File: config.mk
export PLATFORM = sky130hd
export DESIGN_NAME = resize_line_top
export DESIGN_NICKNAME = d
export VERILOG_FILES = /design/src/rtl/resize_pkg.sv /design/src/rtl/resize_apb_regs.sv /design/src/rtl/resize_col_gen.sv /design/src/rtl/resize_tap_gather.sv /design/src/rtl/bilinear_lerp.sv /design/src/rtl/pixel_out_fifo.sv /design/src/rtl/resize_line_top.sv
export VERILOG_INCLUDE_DIRS = /design/src /design/src/include
export SDC_FILE = /design/constraint.sdc
export NUM_CORES = 2
export LEC_CHECK = 0
export BUFFER_PORTS_ARGS = -buffer_cell sky130_fd_sc_hd__buf_4
export CAP_MARGIN = 30
export CORE_AREA = 3 3 308 371
export CTS_CLUSTER_SIZE = 28
export DETAILED_ROUTE_END_ITERATION = 10
export DIE_AREA = 0 0 311 374
export HOLD_SLACK_MARGIN = 0.05
export PLACE_DENSITY = 0.81
export SYNTH_ARGS = -nofsm -noshare
export SYNTH_HDL_FRONTEND = slang
export SYNTH_HIERARCHICAL = 1
export SYNTH_SLANG_ARGS = --single-unit
File: constraint.sdc
create_clock -name clk -period 11.6 [get_ports clk]
set_input_delay 0.58 -clock clk [delete_from_list [all_inputs] [get_ports clk]]
set_output_delay 0.58 -clock clk [all_outputs]
set_load 0.02 [all_outputs]
File: src/include/resize_consts.svh
`ifndef RESIZE_CONSTS_SVH
`define RESIZE_CONSTS_SVH

// line and source image geometry
`define LINE_W      64
`define SRC_W       32
`define SRC_H       32
`define FRAC_W      5
`define COL_W       10
`define ROW_W       10
`define PIX_W       24

// buffering and fixed latencies
`define FIFO_DEPTH  16
`define LERP_LAT    6
`define MEM_LAT     1

// apb register map
`define REG_RATE    4'h0
`define REG_ROI_BW  4'h4
`define REG_ROI_EW  4'h8
`define REG_STATUS  4'hC

`endif

File: src/rtl/resize_pkg.sv
`include "resize_consts.svh"

package resize_pkg;

    // rate and roi bounds, 11 bits each
    typedef struct packed {
        logic [`COL_W:0]    rate;
        logic [`COL_W:0]    roi_bw;
        logic [`COL_W:0]    roi_ew;
    } resize_cfg_t;

    // vertical coordinate, 10.5 fixed point
    typedef struct packed {
        logic [`ROW_W-1:0]  h_int;
        logic [`FRAC_W-1:0] h_frac;
    } line_req_t;

    typedef struct packed {
        logic               re;
        logic [`ROW_W-1:0]  row_up;
        logic [`ROW_W-1:0]  row_dn;
        logic [`COL_W-1:0]  col;
    } mem_req_t;

    typedef struct packed {
        logic [`PIX_W-1:0]  up;
        logic [`PIX_W-1:0]  dn;
    } mem_rsp_t;

    // one token per memory read, or one per blank pixel
    typedef struct packed {
        logic               valid;
        logic               blank;
        logic [`FRAC_W-1:0] frac_w;
    } tap_tok_t;

    typedef struct packed {
        logic               valid;
        logic               blank;
        logic [`FRAC_W-1:0] frac_w;
        logic [`PIX_W-1:0]  up0;
        logic [`PIX_W-1:0]  up1;
        logic [`PIX_W-1:0]  dn0;
        logic [`PIX_W-1:0]  dn1;
    } taps_t;

    typedef enum logic [1:0] {
        ST_IDLE,
        ST_RUN,
        ST_DRAIN
    } line_state_e;

endpackage

File: src/rtl/resize_apb_regs.sv
`timescale 1ns/1ps
`include "resize_consts.svh"

module resize_apb_regs (
    input  logic                    clk,
    input  logic                    frst,
    input  logic                    i_psel,
    input  logic                    i_penable,
    input  logic                    i_pwrite,
    input  logic [3:0]              i_paddr,
    input  logic [31:0]             i_pwdata,
    output logic [31:0]             o_prdata,
    output logic                    o_pready,
    output logic                    o_pslverr,
    input  logic                    i_busy,
    output resize_pkg::resize_cfg_t o_cfg
);

    localparam logic [`COL_W:0] RATE_ONE = 1 << `FRAC_W;
    localparam logic [`COL_W:0] LAST_X   = `LINE_W - 1;

    logic access;
    logic addr_ok;

    // zero wait states
    assign access    = i_psel & i_penable;
    assign o_pready  = access;
    assign o_pslverr = access & ~addr_ok;

    always_comb begin
        addr_ok  = 1'b1;
        o_prdata = '0;
        case (i_paddr)
            `REG_RATE:   o_prdata = {21'd0, o_cfg.rate};
            `REG_ROI_BW: o_prdata = {21'd0, o_cfg.roi_bw};
            `REG_ROI_EW: o_prdata = {21'd0, o_cfg.roi_ew};
            `REG_STATUS: o_prdata = {31'd0, i_busy};
            default:     addr_ok  = 1'b0;
        endcase
    end

    // identity scale over the full line out of reset
    always_ff @(posedge clk) begin
        if (frst) begin
            o_cfg.rate   <= RATE_ONE;
            o_cfg.roi_bw <= '0;
            o_cfg.roi_ew <= LAST_X;
        end else if (access && i_pwrite) begin
            case (i_paddr)
                `REG_RATE:   o_cfg.rate   <= i_pwdata[`COL_W:0];
                `REG_ROI_BW: o_cfg.roi_bw <= i_pwdata[`COL_W:0];
                `REG_ROI_EW: o_cfg.roi_ew <= i_pwdata[`COL_W:0];
                default: ;
            endcase
        end
    end

endmodule

File: src/rtl/resize_col_gen.sv
`timescale 1ns/1ps
`include "resize_consts.svh"

module resize_col_gen (
    input  logic                    clk,
    input  logic                    frst,
    input  resize_pkg::resize_cfg_t i_cfg,
    input  logic                    i_line_valid,
    input  resize_pkg::line_req_t   i_line,
    output logic                    o_line_ready,
    output logic                    o_busy,
    output resize_pkg::mem_req_t    o_mem_req,
    output resize_pkg::tap_tok_t    o_tok,
    output logic [`FRAC_W-1:0]      o_frac_h,
    input  logic [4:0]              i_fifo_free,
    input  logic                    i_fifo_push
);
    import resize_pkg::*;

    localparam int              PROD_W   = 2 * (`COL_W + 1);
    localparam logic [`COL_W:0] LAST_X   = `LINE_W - 1;
    localparam logic [`COL_W-1:0] LAST_COL = `SRC_W - 1;
    localparam logic [`ROW_W-1:0] LAST_ROW = `SRC_H - 1;

    line_state_e                r_state;
    logic [`COL_W:0]            r_x;
    logic [`COL_W:0]            x_nxt;
    logic [`COL_W:0]            x_off;
    logic                       r_phase;
    logic [4:0]                 r_inflight;
    logic [`ROW_W-1:0]          r_row_up;
    logic [`ROW_W-1:0]          r_row_dn;
    logic [`FRAC_W-1:0]         r_frac_h;
    logic [PROD_W-1:0]          r_prod;
    logic [PROD_W-`FRAC_W-1:0]  int_w;
    logic [`COL_W-1:0]          col0;
    logic [`COL_W-1:0]          col1;
    logic [`FRAC_W-1:0]         frac_w;
    logic                       line_acc;
    logic                       in_roi;
    logic                       issue;
    logic                       pix_start;
    logic                       pix_done;

    assign o_line_ready = (r_state == ST_IDLE);
    assign o_busy       = (r_state != ST_IDLE);
    assign o_frac_h     = r_frac_h;
    assign line_acc     = i_line_valid & o_line_ready;

    assign in_roi = (r_x >= i_cfg.roi_bw) && (r_x <= i_cfg.roi_ew);
    // second read of a pixel always follows, space was reserved at the first
    assign issue     = (r_state == ST_RUN) && (r_phase || (i_fifo_free > r_inflight));
    assign pix_start = issue & ~r_phase;
    assign pix_done  = issue & (r_phase | ~in_roi);

    always_comb begin
        if (line_acc) begin
            x_nxt = '0;
        end else if (pix_done) begin
            x_nxt = r_x + 1'b1;
        end else begin
            x_nxt = r_x;
        end
    end

    // product register follows the column about to be issued
    assign x_off = x_nxt - i_cfg.roi_bw;

    always_ff @(posedge clk) begin
        r_prod <= x_off * i_cfg.rate;
    end

    // clamp at the right edge of the source
    always_comb begin
        int_w = r_prod[PROD_W-1:`FRAC_W];
        if (int_w >= LAST_COL) begin
            col0   = LAST_COL;
            col1   = LAST_COL;
            frac_w = '0;
        end else begin
            col0   = int_w[`COL_W-1:0];
            col1   = col0 + 1'b1;
            frac_w = r_prod[`FRAC_W-1:0];
        end
    end

    always_comb begin
        o_mem_req.re     = issue & in_roi;
        o_mem_req.row_up = r_row_up;
        o_mem_req.row_dn = r_row_dn;
        o_mem_req.col    = r_phase ? col1 : col0;
        o_tok.valid      = issue;
        o_tok.blank      = ~in_roi;
        o_tok.frac_w     = frac_w;
    end

    always_ff @(posedge clk) begin
        if (frst) begin
            r_state    <= ST_IDLE;
            r_x        <= '0;
            r_phase    <= 1'b0;
            r_inflight <= '0;
            r_row_up   <= '0;
            r_row_dn   <= '0;
            r_frac_h   <= '0;
        end else begin
            case (r_state)
                ST_IDLE: begin
                    if (line_acc) begin
                        r_state <= ST_RUN;
                    end
                end
                ST_RUN: begin
                    if (pix_done && (r_x == LAST_X)) begin
                        r_state <= ST_DRAIN;
                    end
                end
                ST_DRAIN: begin
                    if (r_inflight == '0) begin
                        r_state <= ST_IDLE;
                    end
                end
                default: r_state <= ST_IDLE;
            endcase
            r_x <= x_nxt;
            if (issue && in_roi) begin
                r_phase <= ~r_phase;
            end
            // pixels between first issue and fifo push
            case ({pix_start, i_fifo_push})
                2'b10:   r_inflight <= r_inflight + 1'b1;
                2'b01:   r_inflight <= r_inflight - 1'b1;
                default: ;
            endcase
            // last row pairs with itself
            if (line_acc) begin
                r_row_up <= i_line.h_int;
                if (i_line.h_int == LAST_ROW) begin
                    r_row_dn <= i_line.h_int;
                    r_frac_h <= '0;
                end else begin
                    r_row_dn <= i_line.h_int + 1'b1;
                    r_frac_h <= i_line.h_frac;
                end
            end
        end
    end

endmodule

File: src/rtl/resize_tap_gather.sv
`timescale 1ns/1ps
`include "resize_consts.svh"

module resize_tap_gather (
    input  logic                 clk,
    input  logic                 frst,
    input  resize_pkg::tap_tok_t i_tok,
    input  resize_pkg::mem_rsp_t i_mem_rsp,
    output resize_pkg::taps_t    o_taps
);
    import resize_pkg::*;

    tap_tok_t           r_tok_q [`MEM_LAT];
    tap_tok_t           tok_d;
    logic               r_second;
    logic [`PIX_W-1:0]  r_up0;
    logic [`PIX_W-1:0]  r_dn0;

    // token lined up with its memory response
    assign tok_d = r_tok_q[`MEM_LAT-1];

    always_ff @(posedge clk) begin
        if (frst) begin
            for (int i = 0; i < `MEM_LAT; i++) begin
                r_tok_q[i] <= '0;
            end
            r_second     <= 1'b0;
            o_taps.valid <= 1'b0;
        end else begin
            r_tok_q[0] <= i_tok;
            for (int i = 1; i < `MEM_LAT; i++) begin
                r_tok_q[i] <= r_tok_q[i-1];
            end
            if (tok_d.valid && !tok_d.blank) begin
                r_second <= ~r_second;
            end
            o_taps.valid <= tok_d.valid && (tok_d.blank || r_second);
            // first response is column 0 of both rows
            if (tok_d.valid && !tok_d.blank && !r_second) begin
                r_up0 <= i_mem_rsp.up;
                r_dn0 <= i_mem_rsp.dn;
            end
            if (tok_d.valid) begin
                o_taps.blank  <= tok_d.blank;
                o_taps.frac_w <= tok_d.frac_w;
                o_taps.up0    <= r_up0;
                o_taps.dn0    <= r_dn0;
                o_taps.up1    <= i_mem_rsp.up;
                o_taps.dn1    <= i_mem_rsp.dn;
            end
        end
    end

endmodule

File: src/rtl/bilinear_lerp.sv
`timescale 1ns/1ps
`include "resize_consts.svh"

module bilinear_lerp (
    input  logic               clk,
    input  logic               frst,
    input  logic               i_vld,
    input  logic [`FRAC_W-1:0] i_frac_w,
    input  logic [`FRAC_W-1:0] i_frac_h,
    input  logic [7:0]         i_d0,
    input  logic [7:0]         i_d1,
    input  logic [7:0]         i_d2,
    input  logic [7:0]         i_d3,
    output logic               o_vld,
    output logic [7:0]         o_d
);

    // row sums carry one fraction, the final sum two
    localparam int AW = 8 + `FRAC_W;
    localparam int VW = AW + `FRAC_W;

    logic [AW-1:0]          r1_a0, r1_b0;
    logic [7:0]             r1_mag_a, r1_mag_b;
    logic                   r1_pos_a, r1_pos_b;
    logic [`FRAC_W-1:0]     r1_fw, r1_fh;
    logic [AW-1:0]          r2_a0, r2_b0, r2_pa, r2_pb;
    logic                   r2_pos_a, r2_pos_b;
    logic [`FRAC_W-1:0]     r2_fh;
    logic [AW-1:0]          r3_a, r3_b;
    logic [`FRAC_W-1:0]     r3_fh;
    logic [VW-1:0]          r4_a32;
    logic [AW-1:0]          r4_mag;
    logic                   r4_pos;
    logic [`FRAC_W-1:0]     r4_fh;
    logic [VW-1:0]          r5_a32, r5_p;
    logic                   r5_pos;
    logic [VW-1:0]          r6_res;
    logic [`LERP_LAT-1:0]   r_vld;

    always_ff @(posedge clk) begin
        // scaled base and magnitude/sign of the horizontal step
        r1_a0    <= {i_d0, {`FRAC_W{1'b0}}};
        r1_b0    <= {i_d2, {`FRAC_W{1'b0}}};
        r1_pos_a <= (i_d1 >= i_d0);
        r1_pos_b <= (i_d3 >= i_d2);
        r1_mag_a <= (i_d1 >= i_d0) ? i_d1 - i_d0 : i_d0 - i_d1;
        r1_mag_b <= (i_d3 >= i_d2) ? i_d3 - i_d2 : i_d2 - i_d3;
        r1_fw    <= i_frac_w;
        r1_fh    <= i_frac_h;
        r2_a0    <= r1_a0;
        r2_b0    <= r1_b0;
        r2_pa    <= r1_mag_a * r1_fw;
        r2_pb    <= r1_mag_b * r1_fw;
        r2_pos_a <= r1_pos_a;
        r2_pos_b <= r1_pos_b;
        r2_fh    <= r1_fh;
        // horizontal result per row
        r3_a     <= r2_pos_a ? r2_a0 + r2_pa : r2_a0 - r2_pa;
        r3_b     <= r2_pos_b ? r2_b0 + r2_pb : r2_b0 - r2_pb;
        r3_fh    <= r2_fh;
        r4_a32   <= {r3_a, {`FRAC_W{1'b0}}};
        r4_pos   <= (r3_b >= r3_a);
        r4_mag   <= (r3_b >= r3_a) ? r3_b - r3_a : r3_a - r3_b;
        r4_fh    <= r3_fh;
        r5_a32   <= r4_a32;
        r5_p     <= r4_mag * r4_fh;
        r5_pos   <= r4_pos;
        // vertical, never negative
        r6_res   <= r5_pos ? r5_a32 + r5_p : r5_a32 - r5_p;
    end

    always_ff @(posedge clk) begin
        if (frst) begin
            r_vld <= '0;
        end else begin
            r_vld <= {r_vld[`LERP_LAT-2:0], i_vld};
        end
    end

    assign o_vld = r_vld[`LERP_LAT-1];
    assign o_d   = r6_res[VW-1 -: 8];

endmodule

File: src/rtl/pixel_out_fifo.sv
`timescale 1ns/1ps
`include "resize_consts.svh"

module pixel_out_fifo (
    input  logic              clk,
    input  logic              frst,
    input  logic              i_push,
    input  logic [`PIX_W-1:0] i_data,
    output logic              o_valid,
    output logic [`PIX_W-1:0] o_data,
    input  logic              i_ready,
    output logic [4:0]        o_free
);

    localparam int AW = $clog2(`FIFO_DEPTH);

    logic [`PIX_W-1:0]  r_mem [`FIFO_DEPTH];
    logic [AW-1:0]      r_wr_ptr;
    logic [AW-1:0]      r_rd_ptr;
    logic [4:0]         r_count;
    logic               pop;

    assign o_valid = (r_count != '0);
    assign o_data  = r_mem[r_rd_ptr];
    assign pop     = o_valid & i_ready;
    // the writer reserves space, so a push never meets a full buffer
    assign o_free  = 5'(`FIFO_DEPTH) - r_count;

    always_ff @(posedge clk) begin
        if (i_push) begin
            r_mem[r_wr_ptr] <= i_data;
        end
    end

    always_ff @(posedge clk) begin
        if (frst) begin
            r_wr_ptr <= '0;
            r_rd_ptr <= '0;
            r_count  <= '0;
        end else begin
            if (i_push) begin
                r_wr_ptr <= r_wr_ptr + 1'b1;
            end
            if (pop) begin
                r_rd_ptr <= r_rd_ptr + 1'b1;
            end
            case ({i_push, pop})
                2'b10:   r_count <= r_count + 1'b1;
                2'b01:   r_count <= r_count - 1'b1;
                default: ;
            endcase
        end
    end

endmodule

File: src/rtl/resize_line_top.sv
`timescale 1ns/1ps
`include "resize_consts.svh"

module resize_line_top (
    input  logic                  clk,
    input  logic                  frst,
    input  logic                  i_psel,
    input  logic                  i_penable,
    input  logic                  i_pwrite,
    input  logic [3:0]            i_paddr,
    input  logic [31:0]           i_pwdata,
    output logic [31:0]           o_prdata,
    output logic                  o_pready,
    output logic                  o_pslverr,
    input  logic                  i_line_valid,
    input  resize_pkg::line_req_t i_line,
    output logic                  o_line_ready,
    output resize_pkg::mem_req_t  o_mem_req,
    input  resize_pkg::mem_rsp_t  i_mem_rsp,
    output logic                  o_pix_valid,
    output logic [`PIX_W-1:0]     o_pix,
    input  logic                  i_pix_ready
);
    import resize_pkg::*;

    resize_cfg_t        w_cfg;
    tap_tok_t           w_tok;
    taps_t              w_taps;
    logic               w_busy;
    logic [`FRAC_W-1:0] w_frac_h;
    logic [4:0]         w_fifo_free;
    logic [2:0]         w_lerp_vld;
    logic               w_push;
    logic [`PIX_W-1:0]  w_pix;
    logic [`PIX_W-1:0]  w_up0, w_up1, w_dn0, w_dn1;

    resize_apb_regs u_regs (
        .clk, .frst, .i_psel, .i_penable, .i_pwrite, .i_paddr, .i_pwdata,
        .o_prdata, .o_pready, .o_pslverr, .i_busy(w_busy), .o_cfg(w_cfg)
    );

    resize_col_gen u_col_gen (
        .clk, .frst, .i_cfg(w_cfg), .i_line_valid, .i_line, .o_line_ready,
        .o_busy(w_busy), .o_mem_req, .o_tok(w_tok), .o_frac_h(w_frac_h),
        .i_fifo_free(w_fifo_free), .i_fifo_push(w_push)
    );

    resize_tap_gather u_gather (
        .clk, .frst, .i_tok(w_tok), .i_mem_rsp, .o_taps(w_taps)
    );

    // blank pixels interpolate zeros
    assign w_up0 = w_taps.blank ? '0 : w_taps.up0;
    assign w_up1 = w_taps.blank ? '0 : w_taps.up1;
    assign w_dn0 = w_taps.blank ? '0 : w_taps.dn0;
    assign w_dn1 = w_taps.blank ? '0 : w_taps.dn1;

    // channel 2 is red in the top byte
    for (genvar ch = 0; ch < 3; ch++) begin : g_chan
        bilinear_lerp u_lerp (
            .clk, .frst, .i_vld(w_taps.valid), .i_frac_w(w_taps.frac_w), .i_frac_h(w_frac_h),
            .i_d0(w_up0[ch*8 +: 8]), .i_d1(w_up1[ch*8 +: 8]),
            .i_d2(w_dn0[ch*8 +: 8]), .i_d3(w_dn1[ch*8 +: 8]),
            .o_vld(w_lerp_vld[ch]), .o_d(w_pix[ch*8 +: 8])
        );
    end

    assign w_push = &w_lerp_vld;

    pixel_out_fifo u_fifo (
        .clk, .frst, .i_push(w_push), .i_data(w_pix),
        .o_valid(o_pix_valid), .o_data(o_pix), .i_ready(i_pix_ready), .o_free(w_fifo_free)
    );

endmodule

=== Word-level counts from Yosys, hierarchy flattened ===
Memory sizes are Yosys's and may differ from the RTL's. A register that Yosys moved wholly into a read port is not among the register bits.
Cells that the tools add are included.

* Flip-flop bits (word level): 850
* Latch bits: 0
* Bits in writable memories: 391
* Memory bits (read-only): 0
* Bits of input ports: 106
* Output and inout port bits: 91
* Word-level logic and storage cells: 269
* Memories: 2

* Add/sub/neg operators: 47
* Multiply operators: 10
* Div/mod/pow operators: 0
* $lt $le $gt $ge: 13
* Equal/unequal tests: 14
* Shift operators: 0
* Multiplexer cells: 47
* Bitwise logic cells: 13
* Reductions and logical operators: 28

{| class="wikitable"
|+ Memory list
! name !! words !! bits a word !! read ports !! clocked after Yosys merged registers in !! write ports !! RTL line !! source
|-
| u_fifo.r_mem || 16 || 24 || 1 || 1 || 1 || pixel_out_fifo.sv:17 || <nowiki>logic [`PIX_W-1:0] r_mem [`FIFO_DEPTH];</nowiki>
|-
| u_gather.r_tok_q || 1 || 7 || 1 || 0 || 1 || resize_tap_gather.sv:13 || <nowiki>tap_tok_t r_tok_q [`MEM_LAT];</nowiki>
|}

{| class="wikitable"
|+ Operators with widths
! cell !! count
|-
| $sub A13 B13 Y13 || 12
|-
| $mux W13 || 9
|-
| $mux W24 || 4
|-
| $sub A8 B8 Y8 || 12
|-
| $add A13 B13 Y13 || 6
|-
| $mul A8 B5 Y13 || 6
|-
| $add A18 B18 Y18 || 3
|-
| $mul A13 B5 Y18 || 3
|-
| $mux W18 || 3
|-
| $sub A18 B18 Y18 || 3
|-
| $ge A8 B8 Y1 || 6
|-
| $mux W8 || 6
|-
| $pmux W11 S4 || 1
|-
| $mux W10 || 4
|-
| $ge A13 B13 Y1 || 3
|-
| $mul A11 B11 Y22 || 1
|-
| $mux W11 || 2
|-
| $add A10 B1 Y10 const B || 2
|-
| $pmux W5 S2 || 2
|-
| $ge A17 B5 Y1 const B || 1
|-
| $add A11 B1 Y11 const B || 1
|-
| $eq A11 B6 Y1 const B || 1
|-
| $ge A11 B11 Y1 || 1
|-
| $le A11 B11 Y1 || 1
|-
| 34 further kinds || 79
|}

=== Longest topological paths before layout ===
* Word-level depth: 9
* Gate-level depth with buffers: 40
* Mapped depth without buffers: 38

=== Modules after synthesis ===
Netlist, hierarchy kept.

{| class="wikitable"
|+ By module, submodules not included
! module !! times used !! cells each !! area each (um^2) !! sequential area each (um^2)
|-
| pixel_out_fifo || 1 || 650 || 15416.0 || 11871.4
|-
| bilinear_lerp at g_chan[2].u_lerp || 1 || 1436 || 13385.3 || 4043.9
|-
| bilinear_lerp at g_chan[1].u_lerp || 1 || 1422 || 13334.0 || 4043.9
|-
| bilinear_lerp at g_chan[0].u_lerp || 1 || 1396 || 13205.2 || 4043.9
|-
| resize_col_gen || 1 || 960 || 8097.8 || 1321.3
|-
| resize_tap_gather || 1 || 174 || 4784.6 || 4684.5
|-
| resize_apb_regs || 1 || 212 || 1883.1 || 660.6
|-
| resize_line_top || 1 || 107 || 684.4 || 0.0
|}

=== Least setup slack after synthesis ===
No wires, ideal clock.

* Path type: register to register
* From: reg u_fifo.r_count[1]
* To: reg u_col_gen.r_prod[21]
* Setup time: 120 ps
* Arrival time: 8314 ps
* Data required time: 11480 ps
* Slack: 3167 ps
* Stages on the path, launching flop included: 38
* Path buffers: 2
* Clock period less this slack: 8433 ps
* Path through: dfxtp_1 > clkbuf_1 > inv_1 > ha_1 > nor3b_1 > ha_1 > inv_1 > ha_1 > nand3_1 > o311ai_0 > a21oi_1 > o21ai_1 > mux2i_1 > nor2_1 > fa_1 > a21o_1 > a21oi_2 > o211ai_1 > [... 2 more ...] > buf_2 > nand2_1 > mux2_4 > fa_1 > inv_1 > fa_1 > fa_1 > fa_1 > inv_1 > fa_1 > inv_1 > ha_1 > and4_1 > nand2_1 > a211oi_1 > o21a_1 > o22ai_1 > a211o_1

* Cells in the longest elaborated chain, start to end: 9

{| class="wikitable"
|+ Ends and longest elaborated chain
! element !! RTL line !! source
|-
| start, declared || pixel_out_fifo.sv:20 || <nowiki>logic [4:0] r_count;</nowiki>
|-
| start signal, assigned || pixel_out_fifo.sv:48 || <nowiki>2'b10: r_count <= r_count + 1'b1;</nowiki>
|-
| start signal, assigned || pixel_out_fifo.sv:49 || <nowiki>2'b01: r_count <= r_count - 1'b1;</nowiki>
|-
| $sub A5 B5 Y5 || pixel_out_fifo.sv:27 || <nowiki>assign o_free = 5'(`FIFO_DEPTH) - r_count;</nowiki>
|-
| named net w_fifo_free[4] || resize_line_top.sv:31 || <nowiki>logic [4:0] w_fifo_free;</nowiki>
|-
| $gt A5 B5 Y1 || resize_col_gen.sv:52 || <nowiki>assign issue = (r_state == ST_RUN) && (r_phase || (i_fifo_free > r_inflight));</nowiki>
|-
| $logic_or A1 B1 Y1 || resize_col_gen.sv:52 ||
|-
| $logic_and A1 B1 Y1 || resize_col_gen.sv:52 ||
|-
| $and A1 B1 Y1 || resize_col_gen.sv:54 || <nowiki>assign pix_done = issue & (r_phase | ~in_roi);</nowiki>
|-
| $mux W11 || resize_col_gen.sv:59 || <nowiki>end else if (pix_done) begin</nowiki>
|-
| $mux W11 || resize_col_gen.sv:57 || <nowiki>if (line_acc) begin</nowiki>
|-
| named net u_col_gen.x_nxt[1] || resize_col_gen.sv:27 || <nowiki>logic [`COL_W:0] x_nxt;</nowiki>
|-
| $sub A11 B11 Y11 || resize_col_gen.sv:67 || <nowiki>assign x_off = x_nxt - i_cfg.roi_bw;</nowiki>
|-
| $mul A11 B11 Y22 || resize_col_gen.sv:70 || <nowiki>r_prod <= x_off * i_cfg.rate;</nowiki>
|-
| end signal, assigned || resize_col_gen.sv:70 ||
|-
| end, declared || resize_col_gen.sv:34 || <nowiki>logic [PROD_W-1:0] r_prod;</nowiki>
|}

The timed path passes the listed nets, and every way through them passes these cells.
A chain may end at the register's enable or synchronous reset.

==> results.ini <==
[placement]
dp_hpwl_um=101000
gp_congestion=0.895
placed_cell_area_sq_um=73000
dpl.cell_count=7850
port_buffers=149

[die]
num_rows=134
io-pin-count=197
die_y_um=374
start_util=0.638
die_w_um=311
core-area_sq_um=111000
die-area_sq_um=116000

[logic_synthesis]
synth-seq-cells=1265
syn_area_sq_um=70800
synth-simple-area-share=0.125
synth_edf_count=534
synthMuxAreaShare=0.0560
synth_compound_area_frac=0.0889
synth_xor_xnor_area_share=0.0372
synth_cells=6357
ys_types=121
ys_async_sr_fraction=0
ys_warn_count=6
syn_area_per_cell_sq_um=11.1
ys_seq_area_frac=0.433
synth_top_family_by_area=adder cells
synth-main-ff-cell=dfxtp_1
synth_fa_ha_area_frac=0.203

[worst_hold_path]
min_from=i_pwdata[7]
min_path_type=primary input to register

[worst_setup_path]
worst-path-max-fanout=13
startpoint=u_fifo/r_count[1]$_SDFFE_PP0P_
path_class=register to register
critPathLaunchType=register
regToRegStartpoint=u_fifo/r_count[1]$_SDFFE_PP0P_
endpoint_kind=register
critPathTopFamily=adder cells
critical_path.max_stage_delay_ns=0.77
worstPathRequired_ns=12.23
cp_slowest_cell=xor2_1
worst-path-buf-inv=6
arrival_ns=10.00

[clock_tree]
cts_root_buf=clkbuf_16
clkSlewWorstSetupHoldPaths_ns=0.06
htree_levels=3
numCtsBuffers=121
cts_resized=0
clock_path_buffers=3
clk_latency_ns=0.74
cts_tree=built
cts_sinks=1265

[sta]
worst_pin_slew_ns=1.04
fin_crit_ns=9.37
fin_setup_tns_ns=0
final_max_slew_viol_count=0
hold_violations=0
setup_viol=0
fin_skew_ns=0.0295
period_share=0.808
fmax_mhz=107
rsz0062_at_grt=false
max_slew_margin=0.303

[cells_and_area]
final_util=0.701
drive_gt1_frac=0.0903
syn_to_final_growth_pct=9.91
final_net_count=7593
fin_area_sq_um=77800
final_cells=8134

[drt]
postRouteAntennaNets=0
via_count=46000
drtIter0Drc=2940
drc=0
drt_first_pass_iters=6
via_per_inst=5.65
drt-total-wl_um=143000
wire_per_inst_um=17.6

[power_and_ir_drop]
power_density_nw_per_um2=189
switching_share=0.331
p_seq_frac=0.415
irDropWorstVdd_uv=141
switchingPower_mw=4.85
clkPwrFrac=0.280
leakage_nw=33.8
pwr-share-comb=0.305
intPower_mw=9.82
fin_total_pwr_mw=14.7

[grt]
grt_max_degree=86
antenna_found_initial=3
overflow=0
grt_pass1_vias=46800
grt_pass1_wl_um=236000
grt_usage=0.246

[flow_run]
maxCapViolCount=0

[status]
status=finished clean

## metal layers
metal  track usage  share of wire
met3        0.0311          0.051
met2         0.449           0.52
met1         0.303           0.40
met4        0.0807          0.030
met5             0              0
## synth_stat cells, types with 12 or more instances
cell	instances	area, sq um
inv_1	781	2930
dfxtp_1	731	14600
ha_1	647	8100
edfxtp_1	534	16000
and2_1	408	2550
nand2_1	360	1350
fa_1	313	6270
a21oi_1	289	1450
nor2_1	272	1020
xnor2_1	186	1630
nor2b_1	181	1130
o21ai_0	161	806
clkbuf_1	121	454
mux4_2	121	2730
xor2_1	115	1010
mux2i_1	104	1040
nor3_1	84	420
nand2b_1	78	488
a21o_1	76	571
nand3_1	69	345
o21bai_1	41	308
o21a_1	39	293
buf_4	36	270
a211oi_1	31	233
buf_2	31	155
o211ai_1	30	225
nand4_1	29	181
and3_1	26	163
a31oi_1	23	144
o31ai_1	21	158
or3_1	20	125
nor4_1	19	119
a211o_1	16	140
a221oi_1	16	140
or2_2	16	100
or4_1	15	113
mux2_2	14	158
nor4b_1	14	123
a2bb2oi_1	12	105
o2111ai_1	12	105
o21ai_1	12	60.1
## worst register-to-register path, delay by kind of cell, from the launching register on
family                     cells  cell delay, ns
adders and majority gates     10            3.92
AOI/OAI and AO/OA             12            2.52
and+or+nand+nor                7            0.86
xor gates and xnor gates       1            0.77
buffers and inverters          6            0.48
DFF                            1            0.46
muxes                          1            0.27
## area by class of cell
type	count	area, sq um
antenna	3	7.51
clock buffer	162	3430
clock inverter	69	806
fill	7855	33200
inverter	783	2940
multi-input combinational	4123	36200
sequential	1265	30700
tap	1496	1870
timing repair buffer	233	1890
## state kept, by name, indices dropped and copies added (netlist names), 22 cells and up, named ones only
register and flops:
u_regs/o_cfg 33, g_chan.u_lerp/r4_mag 39, g_chan.u_lerp/r1_mag_a 24, u_col_gen/r_prod 22, g_chan.u_lerp/r4_a32 39, g_chan.u_lerp/r3_b 39
g_chan.u_lerp/r6_res 24, u_gather/r_dn0 24, g_chan.u_lerp/r1_b0 24, u_gather/o_taps 103, g_chan.u_lerp/r3_a 39, g_chan.u_lerp/r2_pa 39
u_gather/r_up0 24, g_chan.u_lerp/r1_mag_b 24, g_chan.u_lerp/r2_pb 39, u_fifo/r_mem 384, g_chan.u_lerp/r5_p 54, g_chan.u_lerp/r2_a0 24
g_chan.u_lerp/r1_a0 24, g_chan.u_lerp/r5_a32 39, g_chan.u_lerp/r2_b0 24
## placed cells by master, fill, tap and decap left out, types with 125 or more instances in the layout
cell type and count:
inv_1 783, dfxtp_1 728, ha_1 647, edfxtp_1 534, and2_1 408, nand2_1 360
fa_1 313, a21oi_1 289, nor2_1 272, xnor2_1 186, buf_4 182, nor2b_1 181
o21ai_0 161, clkbuf_16 125
## path summary, 6_finish.rpt
path | to | slack, ns | depth (start not counted)
max | u_col_gen/r_prod[21]$_DFF_P_ | 2.23 | 37
min | u_regs/o_cfg[29]$_SDFFE_PP0P_ | 0.12 | 3
max reg2reg | u_col_gen/r_prod[21]$_DFF_P_ | 2.23 | 37
min reg2reg | g_chan[2].u_lerp/r5_a32[13]$_DFF_P_ | 0.32 | 0
## power groups by stage
| stage | registers (mW) | logic, mW | clock network [mW] |
|---|---|---|---|
| 4_1_cts | 6.08 | 4.45 | 4.18 |
| 6_report | 6.09 | 4.48 | 4.10 |
| 2_1_floorplan | 5.90 | 3.58 | 0 |
| 3_3_place_gp | 6.12 | 4.24 | 0 |
| 5_1_grt | 6.18 | 5.02 | 4.35 |
| 3_5_place_dp | 6.17 | 4.38 | 0 |
## repair_timing
action	4_1_cts	5_1_grt
hold endpoints to repair	96	0
hold buffers	48	0
setup buffers	0	0
## logic make-up (layout without fill, tap and decap cells)
logic type,count (synthesis),in the layout
xor+xnor,301,301
other cells,2,29
buf+inv,993,1247
compound gates,938,938
simple gates,1656,1656
mux,242,242
flops,1265,1265
fa+ha+maj,960,960
## metrics by stage
step	setup WS [ns]	hold slack, ns
after CTS	2.29	0.0675
after global placement	2.48	0.310
after floorplan	3.17	0.310
after detailed placement	2.35	0.312
after global routing	1.71	0.107
final	2.23	0.116
(Power assumes the default switching activity.)
